<file path="config.mk">
export PLATFORM = sky130hd
export DESIGN_NAME = invsqrt_result_select_flat
export DESIGN_NICKNAME = d
export VERILOG_FILES = /design/src/hw/fp64_pkg.sv /design/src/hw/invsqrt_pkg.sv /design/src/hw/invsqrt_ifs.sv /design/src/hw/invsqrt_result_select.sv /design/src/flat_wrapper.sv
export VERILOG_INCLUDE_DIRS = /design/src /design/src/include
export SDC_FILE = /design/constraint.sdc
export NUM_CORES = 1
export LEC_CHECK = 0
export BUFFER_PORTS_ARGS = -buffer_cell sky130_fd_sc_hd__buf_4
export CAP_MARGIN = 20
export CORE_AREA = 2 2 105 77
export CTS_BUF_LIST = sky130_fd_sc_hd__clkbuf_16
export DETAILED_ROUTE_END_ITERATION = 10
export DIE_AREA = 0 0 107 79
export HOLD_SLACK_MARGIN = 0.1
export PLACE_DENSITY = 0.9
export SLEW_MARGIN = 20
export SYNTH_ARGS = -nofsm -noshare
export SYNTH_HDL_FRONTEND = slang
export SYNTH_SLANG_ARGS = --single-unit
</file>
<file path="constraint.sdc">
create_clock -name clk -period 1.3 [get_ports clk]
set_input_delay 0.26 -clock clk [delete_from_list [all_inputs] [get_ports clk]]
set_output_delay 0.26 -clock clk [all_outputs]
set_load 0.05 [all_outputs]
</file>
<file path="src/include/invsqrt_consts.svh">
`ifndef INVSQRT_CONSTS_SVH
`define INVSQRT_CONSTS_SVH

// ====================
// Pipeline timing
// ====================
// Cycles from in_valid to out_valid
`define INVSQRT_LATENCY 4

// ====================
// Seed table geometry
// ====================
// Exponent parity bit plus leading mantissa bits
`define INVSQRT_ROM_ADDR_BITS 10
`define INVSQRT_SEED_BITS 16
// Seed holds 1.0 as 0x8000
`define INVSQRT_SEED_FRAC_BITS 15

// ====================
// Fixed point and encodings
// ====================
`define INVSQRT_FIX_BITS 64
`define INVSQRT_FRAC_BITS 62
`define INVSQRT_HALF_EXP_BITS 12
`define FP64_EXP_BIAS 1023
`define FP64_EXP_MAX 11'h7ff
`define FP64_QNAN 64'h7ff8_0000_0000_0001
`define FP64_POS_INF 64'h7ff0_0000_0000_0000
`define FP64_POS_ZERO 64'h0000_0000_0000_0000

`endif

</file>
<file path="src/hw/fp64_pkg.sv">
package fp64_pkg;

    // ====================
    // Binary64 layout
    // ====================
    // Field widths
    localparam int exp_bits  = 11;
    localparam int mant_bits = 52;
    // Sign, exponent, fraction
    localparam int word_bits = 1 + exp_bits + mant_bits;

    // Sign bit on its own
    typedef logic fp_sign_t;

    // Biased exponent field
    typedef logic [exp_bits-1:0] fp_exp_t;

    // Stored fraction, hidden bit not included
    typedef logic [mant_bits-1:0] fp_mant_t;

    // Whole word as seen on the ports
    typedef logic [word_bits-1:0] fp64_t;

endpackage

</file>
<file path="src/hw/invsqrt_pkg.sv">
`include "invsqrt_consts.svh"

package invsqrt_pkg;

    // ====================
    // Operand classes
    // ====================
    // Denormals fold into zero or negative by sign
    typedef enum logic [2:0] {
        class_nan     = 3'd0,
        class_neg     = 3'd1,
        class_pos_inf = 3'd2,
        class_zero    = 3'd3,
        class_pos_fin = 3'd4
    } fp_class_t;

    // ====================
    // Iteration types
    // ====================
    // Unsigned, two integer bits above the binary point
    typedef logic [`INVSQRT_FIX_BITS-1:0] fix_t;

    // Signed unbiased exponent, wide enough for the bias offset
    typedef logic signed [`INVSQRT_HALF_EXP_BITS-1:0] half_exp_t;

endpackage

</file>
<file path="src/hw/invsqrt_ifs.sv">
`timescale 1ns/1ps

// Special-case result, classifier to selector
interface special_if;

    // One-cycle strobe per operand
    logic                    valid;
    // Class decoded from the operand
    invsqrt_pkg::fp_class_t  op_class;
    // Encoding picked for the class
    fp64_pkg::fp64_t         result;
    // Set for every class except finite positive
    logic                    is_special;

    modport producer (
        output valid,
        output op_class,
        output result,
        output is_special
    );

    modport consumer (
        input valid,
        input op_class,
        input result,
        input is_special
    );

endinterface

// Approximate result, Newton path to selector
interface approx_if;

    logic                valid;
    // Always positive
    fp64_pkg::fp_sign_t  sign;
    fp64_pkg::fp_exp_t   exp;
    fp64_pkg::fp_mant_t  mant;

    modport producer (output valid, output sign, output exp, output mant);

    modport consumer (input valid, input sign, input exp, input mant);

endinterface

</file>
<file path="src/hw/invsqrt_result_select.sv">
`timescale 1ns/1ps

module invsqrt_result_select (
    input  logic             clk,
    input  logic             reset,
    special_if.consumer      special,
    approx_if.consumer       approx,
    output logic             out_valid,
    output fp64_pkg::fp64_t  fp_out
);

    // Packed approximation
    fp64_pkg::fp64_t approx_word;
    // Finite positive operand with a valid approximation
    logic            use_approx;

    // ====================
    // Merge
    // ====================
    assign approx_word = {approx.sign, approx.exp, approx.mant};

    // Both valids arrive in the same cycle
    assign use_approx = approx.valid & ~special.is_special;

    // Output strobe
    always_ff @(posedge clk) begin
        if (reset) begin
            out_valid <= 1'b0;
        end else begin
            out_valid <= special.valid;
        end
    end

    // Result register
    // Holds its value between strobes
    always_ff @(posedge clk) begin
        if (special.valid) begin
            if (use_approx) begin
                fp_out <= approx_word;
            end else begin
                fp_out <= special.result;
            end
        end
    end

endmodule

</file>
<file path="src/flat_wrapper.sv">
// flat-port wrapper written by rule: the top's interface ports become plain ports
module invsqrt_result_select_flat 
  (clk, reset, out_valid, fp_out, special_valid, special_op_class, special_result, special_is_special, approx_valid, approx_sign, approx_exp, approx_mant);
  special_if special_i ();
  approx_if approx_i ();
  input  logic clk;
  input  logic reset;
  output logic out_valid;
  output fp64_pkg::fp64_t fp_out;
  input wire logic [$bits(special_i.valid)-1:0] special_valid;
  input wire logic [$bits(special_i.op_class)-1:0] special_op_class;
  input wire logic [$bits(special_i.result)-1:0] special_result;
  input wire logic [$bits(special_i.is_special)-1:0] special_is_special;
  input wire logic [$bits(approx_i.valid)-1:0] approx_valid;
  input wire logic [$bits(approx_i.sign)-1:0] approx_sign;
  input wire logic [$bits(approx_i.exp)-1:0] approx_exp;
  input wire logic [$bits(approx_i.mant)-1:0] approx_mant;
  assign special_i.valid = special_valid;
  assign special_i.op_class = special_op_class;
  assign special_i.result = special_result;
  assign special_i.is_special = special_is_special;
  assign approx_i.valid = approx_valid;
  assign approx_i.sign = approx_sign;
  assign approx_i.exp = approx_exp;
  assign approx_i.mant = approx_mant;
  invsqrt_result_select u_core (.clk(clk), .reset(reset), .special(special_i), .approx(approx_i), .out_valid(out_valid), .fp_out(fp_out));
endmodule
</file>
==> results_dict.tcl <==
set metrics [dict create \
    cts-root-buf "clkbuf_16" \
    max_slew_margin_pct 87.5 \
    critPathBufInv 1 \
    slew_viol_final 0 \
    startpoint "u_core.fp_out[1]" \
    cts_buffers 9 \
    antenna_found_initial 0 \
    rsz0062_at_grt "no" \
    holdBufCountCts 1 \
    cts_setup_buffers 0 \
    drc 0 \
    ir_worst_vdd_uv 770 \
    cts_sinks 65 \
    stdcell_count 449 \
    die_w_microns 107 \
    io_buffers 197 \
    outcome "finished clean" \
    die_h_microns 79 \
    wl_per_cell_microns 15.7 \
    seq_area_frac_synth_pct 63.7 \
    vias 2016 \
    critPathMaxFanout 1 \
    leakagePower_nw 2.31 \
    timing.final.crit_share_pct 90.0 \
    start_util_pct 40.5 \
    cpLargestDelayFamily "flip-flops" \
    cp.required_ns 1.04 \
    drtIter0Drc 42 \
    io_pins 201 \
    post_drt_via_cell_ratio 4.49 \
    ys_seq_elements 65 \
    grt_pass1_wl_mm 10.3 \
    power_density_nw_per_um2 1290 \
    synth_top_cell_by_area "edfxtp_1" \
    path_clk_slew_ns 0.05 \
    slowest_delay_ns 0.39 \
    coreArea_sq_um 7530 \
    netSwitchingPower_mw 1.76 \
    clockBufferDepth 2 \
    crit_slowest_cell "edfxtp_1" \
    cp.arrival_ns 0.91 \
    yosysTopAreaCellShare_pct 63.1 \
    final_cell_area_sq_um 4870 \
    synth_area_sq_um 3050 \
    fin_nets 482 \
    finalHoldViolations 0 \
    syn2layout_area_growth_pct 59.7 \
    p_comb_share_pct 26.7 \
    min_from "approx_mant[24]" \
    max_cap_violations 0 \
    rows 27 \
    setup_viol 0 \
    nFillCells 529 \
    fin_util_pct 64.6 \
    grt_max_degree 34 \
    synthTopCellsByArea "edfxtp_1 (63%), mux2_4 (30%), buf_12 (4.6%)" \
    die_area_sq_um 8450 \
    clock_power_share_pct 32.0 \
    cts_resized 0 \
    start_kind "register" \
    cts_tree "built" \
    overflow 0 \
    ys_types 7 \
    crit_chain "buf_4" \
    synth_fp_nets 274 \
    max_freq_mhz 854 \
    grtUsageTotal_pct 16.4 \
    syn_area_per_cell_sq_um 22.1 \
    hp-class "input pin to register" \
    grt_pass1_vias 2156 \
    worstSetupPathDepth 1 \
    routed_wl_mm 7.03 \
    critical_path_class "register to output port" \
    placed_cell_area_sq_um 4610 \
    dp.cells 435 \
    layout-drive-gt1-share_pct 80.5 \
    whs_ns 0.241 \
    p_int_mw 4.51 \
    synth_cells 138 \
    drtPass1Iterations 4 \
    finalCriticalPeriod_ns 1.17 \
    tightest_slew_ns 0.187 \
    tns_ns 0 \
    worstSetupEndpoint "fp_out[1]" \
    gp_congestion 0.694 \
    antenna_cells 0 \
    antenna_left 0 \
    ys_warn_count 0 \
    power_frac_seq_pct 41.3 \
    critPathCaptureType "output port" \
    switching_share_pct 28.0 \
    hpwl_mm 5.52 \
    cts_max_level 3 \
]
[logic make-up (layout without fill, tap and decap cells)]
logic type,after synthesis,in the layout,share of synthesized area [%]
flops,65,65,63.7
buf+inv,7,217,4.60
mux,64,64,31.0
simple gates,2,2,0.657
[layout make-up]
type                            count  area [sq um]  share of cell area (%)
Clock buffer                        9           225                    4.63
Clock inverter                      4          23.8                   0.488
Multi-Input combinational cell     66           966                    19.8
Sequential cell                    65          1940                    39.9
Tap cell                          101           126                    2.60
Timing Repair Buffer              204          1580                    32.5
[synthesized netlist by cell type, drive strengths merged]
cell type,n
dfxtp,1
nand2b,1
buf,7
mux2,64
nor2b,1
edfxtp,64
[power by group through the flow]
stage | Sequential (mW) | Combinational [mW] | Clock, mW
3_3_place_gp | 2.62 | 1.65 | 0
4_1_cts | 2.59 | 1.69 | 2.07
5_1_grt | 2.61 | 1.74 | 2.17
3_5_place_dp | 2.63 | 1.68 | 0
2_1_floorplan | 3.30 | 0.345 | 0
6_report | 2.59 | 1.67 | 2.00
[state kept, by name (all words and copies together) (netlist names)]
signal,flops
u_core.fp_out,64
u_core.out_valid,1
[worst min path at each step]
stage,endpoint,slack (ns),cells past startpoint
after floorplan,u_core.out_valid,0.33,1
after global placement,u_core.out_valid,0.42,2
after detailed placement,u_core.out_valid,0.42,2
after CTS,u_core.fp_out[12],0.23,2
after global routing,u_core.fp_out[2],0.22,2
final,u_core.fp_out[24],0.24,2
[cell usage in the layout, fill, tap and decap left out]
cell / instances
edfxtp_1: 64
buf_12: 4
dfxtp_1: 1
clkinv_1: 1
mux2_2: 4
clkinv_2: 1
buf_4: 199
dlygate4sd3_1: 1
clkinvlp_4: 2
nor2b_1: 1
nand2b_4: 1
clkbuf_16: 9
mux2_4: 60
[metal layers]
layer	vias to the layer above	global-route usage, %	share of wire [%]
met5	-	0	0
met4	0	6.23	0.92
met3	8	6.57	9.5
met2	124	31.1	54
met1	929	15.9	35
li1	955	-	-
[through the flow]
stage / setup slack [ns] / power [mW]
after floorplan: 0.0803 / 3.64
after global placement: -0.0300 / 4.27
after detailed placement: -0.0514 / 4.31
after CTS: 0.0966 / 6.36
after global routing: 0.0855 / 6.52
final: 0.129 / 6.27
(Power assumes the default switching activity.)
