<file path="config.mk">
export PLATFORM = sky130hd
export DESIGN_NAME = fp_classify_flat
export DESIGN_NICKNAME = d
export VERILOG_FILES = /design/src/hw/fp64_pkg.sv /design/src/hw/invsqrt_pkg.sv /design/src/hw/invsqrt_ifs.sv /design/src/hw/fp_classify.sv /design/src/flat_wrapper.sv
export VERILOG_INCLUDE_DIRS = /design/src /design/src/include
export SDC_FILE = /design/constraint.sdc
export NUM_CORES = 1
export LEC_CHECK = 0
export ABC_AREA = 1
export BUFFER_PORTS_ARGS = -buffer_cell sky130_fd_sc_hd__buf_2
export CORE_MARGIN = 2
export CORE_UTILIZATION = 34
export CTS_CLUSTER_DIAMETER = 30
export CTS_CLUSTER_SIZE = 8
export DETAILED_ROUTE_END_ITERATION = 12
export PLACE_DENSITY = 0.8
export SYNTH_ARGS = -nofsm -noshare
export SYNTH_HDL_FRONTEND = slang
export SYNTH_SLANG_ARGS = --single-unit
export TNS_END_PERCENT = 5
</file>
<file path="constraint.sdc">
create_clock -name clk -period 1.4 [get_ports clk]
set_clock_uncertainty 0.15 [all_clocks]
set_input_delay 0.28 -clock clk [delete_from_list [all_inputs] [get_ports clk]]
set_output_delay 0.28 -clock clk [all_outputs]
set_load 0.02 [all_outputs]
</file>
<file path="src/include/invsqrt_consts.svh">
`ifndef INVSQRT_CONSTS_SVH
`define INVSQRT_CONSTS_SVH

// ====================
// Pipeline timing
// ====================
// Cycles from in_valid to out_valid
`define INVSQRT_LATENCY 4

// ====================
// Seed table geometry
// ====================
// Exponent parity bit plus leading mantissa bits
`define INVSQRT_ROM_ADDR_BITS 10
`define INVSQRT_SEED_BITS 16
// Seed holds 1.0 as 0x8000
`define INVSQRT_SEED_FRAC_BITS 15

// ====================
// Fixed point and encodings
// ====================
`define INVSQRT_FIX_BITS 64
`define INVSQRT_FRAC_BITS 62
`define INVSQRT_HALF_EXP_BITS 12
`define FP64_EXP_BIAS 1023
`define FP64_EXP_MAX 11'h7ff
`define FP64_QNAN 64'h7ff8_0000_0000_0001
`define FP64_POS_INF 64'h7ff0_0000_0000_0000
`define FP64_POS_ZERO 64'h0000_0000_0000_0000

`endif

</file>
<file path="src/hw/fp64_pkg.sv">
package fp64_pkg;

    // ====================
    // Binary64 layout
    // ====================
    // Field widths
    localparam int exp_bits  = 11;
    localparam int mant_bits = 52;
    // Sign, exponent, fraction
    localparam int word_bits = 1 + exp_bits + mant_bits;

    // Sign bit on its own
    typedef logic fp_sign_t;

    // Biased exponent field
    typedef logic [exp_bits-1:0] fp_exp_t;

    // Stored fraction, hidden bit not included
    typedef logic [mant_bits-1:0] fp_mant_t;

    // Whole word as seen on the ports
    typedef logic [word_bits-1:0] fp64_t;

endpackage

</file>
<file path="src/hw/invsqrt_pkg.sv">
`include "invsqrt_consts.svh"

package invsqrt_pkg;

    // ====================
    // Operand classes
    // ====================
    // Denormals fold into zero or negative by sign
    typedef enum logic [2:0] {
        class_nan     = 3'd0,
        class_neg     = 3'd1,
        class_pos_inf = 3'd2,
        class_zero    = 3'd3,
        class_pos_fin = 3'd4
    } fp_class_t;

    // ====================
    // Iteration types
    // ====================
    // Unsigned, two integer bits above the binary point
    typedef logic [`INVSQRT_FIX_BITS-1:0] fix_t;

    // Signed unbiased exponent, wide enough for the bias offset
    typedef logic signed [`INVSQRT_HALF_EXP_BITS-1:0] half_exp_t;

endpackage

</file>
<file path="src/hw/invsqrt_ifs.sv">
`timescale 1ns/1ps

// Special-case result, classifier to selector
interface special_if;

    // One-cycle strobe per operand
    logic                    valid;
    // Class decoded from the operand
    invsqrt_pkg::fp_class_t  op_class;
    // Encoding picked for the class
    fp64_pkg::fp64_t         result;
    // Set for every class except finite positive
    logic                    is_special;

    modport producer (
        output valid,
        output op_class,
        output result,
        output is_special
    );

    modport consumer (
        input valid,
        input op_class,
        input result,
        input is_special
    );

endinterface


</file>
<file path="src/hw/fp_classify.sv">
`timescale 1ns/1ps
`include "invsqrt_consts.svh"

module fp_classify (
    input  logic             clk,
    input  logic             reset,
    input  logic             in_valid,
    input  fp64_pkg::fp64_t  fp_in,
    special_if.producer      special
);

    // Matches the Newton path depth
    localparam int stages = `INVSQRT_LATENCY - 1;

    fp64_pkg::fp_sign_t      in_sign;
    fp64_pkg::fp_exp_t       in_exp;
    fp64_pkg::fp_mant_t      in_mant;
    invsqrt_pkg::fp_class_t  in_class;
    fp64_pkg::fp64_t         in_result;

    logic [stages-1:0]       valid_q;
    invsqrt_pkg::fp_class_t  class_q [stages];
    fp64_pkg::fp64_t         result_q [stages];

    // Field split
    assign in_sign = fp_in[fp64_pkg::word_bits-1];
    assign in_exp  = fp_in[fp64_pkg::mant_bits +: fp64_pkg::exp_bits];
    assign in_mant = fp_in[fp64_pkg::mant_bits-1:0];

    // ====================
    // Class decode
    // ====================
    always_comb begin
        if (in_exp == `FP64_EXP_MAX && in_mant != '0) begin
            in_class = invsqrt_pkg::class_nan;
        // Any negative except a true zero, denormals included
        end else if (in_sign && (in_exp != '0 || in_mant != '0)) begin
            in_class = invsqrt_pkg::class_neg;
        end else if (in_exp == `FP64_EXP_MAX) begin
            in_class = invsqrt_pkg::class_pos_inf;
        // Both zeros and flushed positive denormals
        end else if (in_exp == '0) begin
            in_class = invsqrt_pkg::class_zero;
        end else begin
            in_class = invsqrt_pkg::class_pos_fin;
        end
    end

    // Special encoding per class
    always_comb begin
        case (in_class)
            invsqrt_pkg::class_nan:     in_result = `FP64_QNAN;
            invsqrt_pkg::class_neg:     in_result = `FP64_QNAN;
            invsqrt_pkg::class_pos_inf: in_result = `FP64_POS_ZERO;
            invsqrt_pkg::class_zero:    in_result = `FP64_POS_INF;
            // Unused, selector takes the approximation
            default:                    in_result = `FP64_POS_ZERO;
        endcase
    end

    // ====================
    // Delay line
    // ====================
    always_ff @(posedge clk) begin
        if (reset) begin
            valid_q <= '0;
        end else begin
            valid_q <= {valid_q[stages-2:0], in_valid};
        end
    end

    always_ff @(posedge clk) begin
        class_q[0]  <= in_class;
        result_q[0] <= in_result;
        for (int i = 1; i < stages; i++) begin
            class_q[i]  <= class_q[i-1];
            result_q[i] <= result_q[i-1];
        end
    end

    assign special.valid      = valid_q[stages-1];
    assign special.op_class   = class_q[stages-1];
    assign special.result     = result_q[stages-1];
    assign special.is_special = (class_q[stages-1] != invsqrt_pkg::class_pos_fin);

endmodule

</file>
<file path="src/flat_wrapper.sv">
// flat-port wrapper written by rule: the top's interface ports become plain ports
module fp_classify_flat 
  (clk, reset, in_valid, fp_in, special_valid, special_op_class, special_result, special_is_special);
  special_if special_i ();
  input  logic clk;
  input  logic reset;
  input  logic in_valid;
  input  fp64_pkg::fp64_t fp_in;
  output wire logic [$bits(special_i.valid)-1:0] special_valid;
  output wire logic [$bits(special_i.op_class)-1:0] special_op_class;
  output wire logic [$bits(special_i.result)-1:0] special_result;
  output wire logic [$bits(special_i.is_special)-1:0] special_is_special;
  assign special_valid = special_i.valid;
  assign special_op_class = special_i.op_class;
  assign special_result = special_i.result;
  assign special_is_special = special_i.is_special;
  fp_classify u_core (.clk(clk), .reset(reset), .in_valid(in_valid), .fp_in(fp_in), .special(special_i));
endmodule
</file>
==> metrics.txt <==
# TYPE chip_impl_metric gauge
chip_impl_info{name="status",value="finished clean"} 1
chip_impl_metric{name="post-route-period-util",unit="%"} 93.75
chip_impl_info{name="hold_path_class",value="input port to flip-flop"} 1
chip_impl_metric{name="leakage_power_summed_over_all_cells",unit="nW"} 0.7986
chip_impl_metric{name="via_count_of_the_first_global_routing_pass",unit=""} 931
chip_impl_metric{name="power.combinational.fraction",unit="%"} 27.1
chip_impl_info{name="cpMaxStageDelayCell",value="dfxtp_2"} 1
chip_impl_metric{name="layout-drive-gt1-share",unit="%"} 42.37
chip_impl_metric{name="synth.avg_cell_area",unit="um2"} 7.371
chip_impl_metric{name="synth-warning-count",unit=""} 0
chip_impl_metric{name="cts.sink_count",unit=""} 18
chip_impl_metric{name="pwr-share-clk",unit="%"} 25.7
chip_impl_metric{name="worst_path_largest_cell_delay",unit="ps"} 330
chip_impl_info{name="ctsRootBufferMaster",value="clkbuf_4"} 1
chip_impl_metric{name="layout.filler_cells",unit=""} 363
chip_impl_metric{name="die_area",unit="um2"} 4071
chip_impl_metric{name="number_of_antenna_violations_at_the_first_check_in_global_routing",unit=""} 0
chip_impl_metric{name="floorplan.core_area",unit="um2"} 3390
chip_impl_info{name="yosys.area.top_type",value="buf_4"} 1
chip_impl_metric{name="avgRoutedWirePerCell",unit="um"} 6.727
chip_impl_metric{name="detailed_route_drc_error_count",unit=""} 0
chip_impl_metric{name="clkLatencyLatePin",unit="ps"} 280
chip_impl_metric{name="power.switching_fraction",unit="%"} 31.11
chip_impl_metric{name="cts-root-to-sink-buffers",unit=""} 2
chip_impl_metric{name="synth_seq_cells",unit=""} 18
chip_impl_metric{name="achievable-frequency",unit="GHz"} 0.7619
chip_impl_metric{name="multi_input_comb_area",unit="um2"} 531.8
chip_impl_metric{name="vdd_ir_drop_max",unit="mV"} 0.3095
chip_impl_metric{name="yosysTopAreaCellShare",unit="%"} 41.36
chip_impl_metric{name="crit_fanout",unit=""} 2
chip_impl_metric{name="clock_transition_at_path_regs",unit="ps"} 90
chip_impl_metric{name="cp_data_required_time",unit="ps"} 970
chip_impl_metric{name="row_count",unit=""} 21
chip_impl_metric{name="detail_route.vias_per_cell",unit=""} 3.624
chip_impl_metric{name="report.final.slew_viol_count",unit=""} 0
chip_impl_metric{name="seqCellArea",unit="um2"} 362.8
chip_impl_metric{name="total_switching_power",unit="uW"} 357.6
chip_impl_metric{name="power_report.internal_total",unit="uW"} 791.8
chip_impl_metric{name="final-setup-viol-count",unit=""} 0
chip_impl_metric{name="antenna-diode-count",unit=""} 0
chip_impl_metric{name="synthesis.area",unit="um2"} 1216
chip_impl_metric{name="firstDrtPassIters",unit=""} 2
chip_impl_info{name="worstPathCellList",value="nor2_2, nand2_1, buf_2"} 1
chip_impl_metric{name="die_h",unit="um"} 63.81
chip_impl_metric{name="grt_util_all_layers",unit="%"} 9.729
chip_impl_metric{name="drt_iter0_drc",unit=""} 10
chip_impl_metric{name="power-per-cell-area",unit="nW/um2"} 809.4
chip_impl_metric{name="dr_vias",unit=""} 1022
chip_impl_metric{name="hold_buffers",unit=""} 0
chip_impl_metric{name="gr-total-overflow",unit=""} 0
chip_impl_metric{name="timing.setup.tns",unit="ps"} 0
chip_impl_info{name="synth.area.top_cells",value="buf_4 41%, dfxtp_1 30%, nor2_1 13%, nand2_1 5.2%, nor2_2 2.1%"} 1
chip_impl_info{name="cp_top_delay_family",value="flip-flops"} 1
chip_impl_info{name="cts_tree",value="yes"} 1
chip_impl_metric{name="flow.area_growth_from_synthesis",unit="%"} 16.77
chip_impl_metric{name="cts.htree.levels",unit=""} 1
chip_impl_metric{name="timing.critical_path.arrival",unit="ps"} 880
chip_impl_metric{name="routability_congestion",unit=""} 0.7336
chip_impl_metric{name="drv_cap",unit=""} 0
chip_impl_metric{name="post-route-min-period",unit="ps"} 1312
chip_impl_metric{name="fin_hold_ws",unit="ps"} 21.65
chip_impl_metric{name="final-hold-violation-count",unit=""} 0
chip_impl_metric{name="die_w",unit="um"} 63.81
chip_impl_metric{name="syn_inst",unit=""} 165
chip_impl_metric{name="design.final.nets",unit=""} 304
chip_impl_info{name="critical_path.endpoint_type",value="output port"} 1
chip_impl_metric{name="seq_area_frac_synth",unit="%"} 29.63
chip_impl_info{name="rsz0062_at_grt",value="no"} 1
chip_impl_metric{name="pwr-share-seq",unit="%"} 47.2
chip_impl_metric{name="wire_length_of_the_first_global_routing_pass",unit="mm"} 3.353
chip_impl_info{name="worstSetupStartpointType",value="flip-flop"} 1
chip_impl_info{name="worstSetupPathType",value="flip-flop to output port"} 1
chip_impl_metric{name="final_antenna_net_count",unit=""} 0
chip_impl_metric{name="crit_buf_inv",unit=""} 1
chip_impl_metric{name="drt_wl_total",unit="mm"} 1.897
chip_impl_metric{name="num_io_pins",unit=""} 136
chip_impl_metric{name="final_core_utilization",unit="%"} 41.90
chip_impl_metric{name="dp_hpwl",unit="mm"} 1.812
chip_impl_metric{name="grt_start_max_net_pins",unit=""} 12
chip_impl_metric{name="distinct_cell_type_count_after_synthesis",unit=""} 15
chip_impl_metric{name="floorplan.initialDensity",unit="%"} 35.88
chip_impl_metric{name="inserted_clock_buffers",unit=""} 3
chip_impl_metric{name="numPortBuffers",unit=""} 84
==> state kept, by name, summed over array words and instances, names as in the netlist <==
| signal | count |
|---|---|
| u_core.valid_q | 3 |
| u_core.class_q | 9 |
| u_core.result_q | 6 |
==> layer usage <==
| metal | vias to the layer above | global-route usage [%] | part of all wire [%] |
|---|---|---|---|
| met2 | 77 | 19.53 | 52 |
| met3 | 0 | 0.5282 | 11 |
| met5 | - | 0 | 0 |
| li1 | 529 | - | - |
| met1 | 416 | 10.58 | 37 |
| met4 | 0 | 3.261 | 0 |
==> power by group through the flow <==
stage / logic [mW] / clock network [mW] / registers, mW
2_1_floorplan: 0.328 / 0 / 0.554
3_3_place_gp: 0.307 / 0 / 0.553
3_5_place_dp: 0.309 / 0 / 0.554
4_1_cts: 0.310 / 0.309 / 0.542
5_1_grt: 0.344 / 0.335 / 0.546
6_report: 0.311 / 0.296 / 0.542
==> worst reg2reg max path, cell delays in order, from the launching register on <==
cell and delay [ps]:
dfxtp_1 310, inv_1 50, nor2_1 30
==> final timing paths <==
check	cells after the start	end	slack [ps]	startpoint
worst max-delay path	3	special_is_special	90	u_core.class_q[0][6]
worst max register to register	2	u_core.valid_q[2]	770	u_core.valid_q[1]
worst min register to register	0	u_core.result_q[0][189]	180	u_core.result_q[0][126]
worst min-delay path	2	u_core.valid_q[1]	20	reset
==> cells in the mapped netlist <==
library cell,number
a21oi_1,1
nor3_4,1
inv_1,3
dfxtp_1,18
nor3_1,1
conb_1,1
and2_1,1
nor3_2,1
buf_4,67
nand4_1,3
nand2_2,3
nand3_1,3
nand2_1,17
nor2_1,41
nor2_2,4
==> per-stage QoR <==
stage               cells  area (um2)  power [mW]  worst slack (ps)
floorplan             215        1404      0.8823             269.5
global placement      278        1379      0.8597             67.43
detailed placement    278        1379      0.8636             43.65
CTS                   282        1415       1.160             3.342
global route          282        1420       1.225             26.32
finish                282        1420       1.149             87.54
==> layout make-up <==
cell class	instances	share of cell area, %
multi-input cells	127	37.44
clock buffers	4	2.555
inverters	3	0.7930
repair buffers	84	29.60
flip-flops and latches	18	25.55
well taps	46	4.053
==> cell usage in the layout, fill, tap and decap left out, drive strengths merged <==
cell type and n:
and2 1, conb 51, a21oi 1, buf 84, inv 3, clkbuf 4
nand4 3, dfxtp 18, nand3 3, nand2 20, nor2 45, nor3 3
==> what timing repair did <==
item                                   4_1_cts  5_1_grt
resized for setup                            0        3
setup buffers                                0        0
endpoints found under the hold margin        0        0
setup endpoints to repair                    0       12
==> cell families (layout without fill, tap and decap cells) <==
family / Yosys count / after routing / synth area share, %
and+or+nand+nor: 75 / 75 / 27.37
AOI/OAI and AO/OA: 1 / 1 / 0.4111
buffers and inverters: 70 / 91 / 42.28
other: 1 / 51 / 0.3083
DFF: 18 / 18 / 29.63
(Power assumes the default switching activity.)
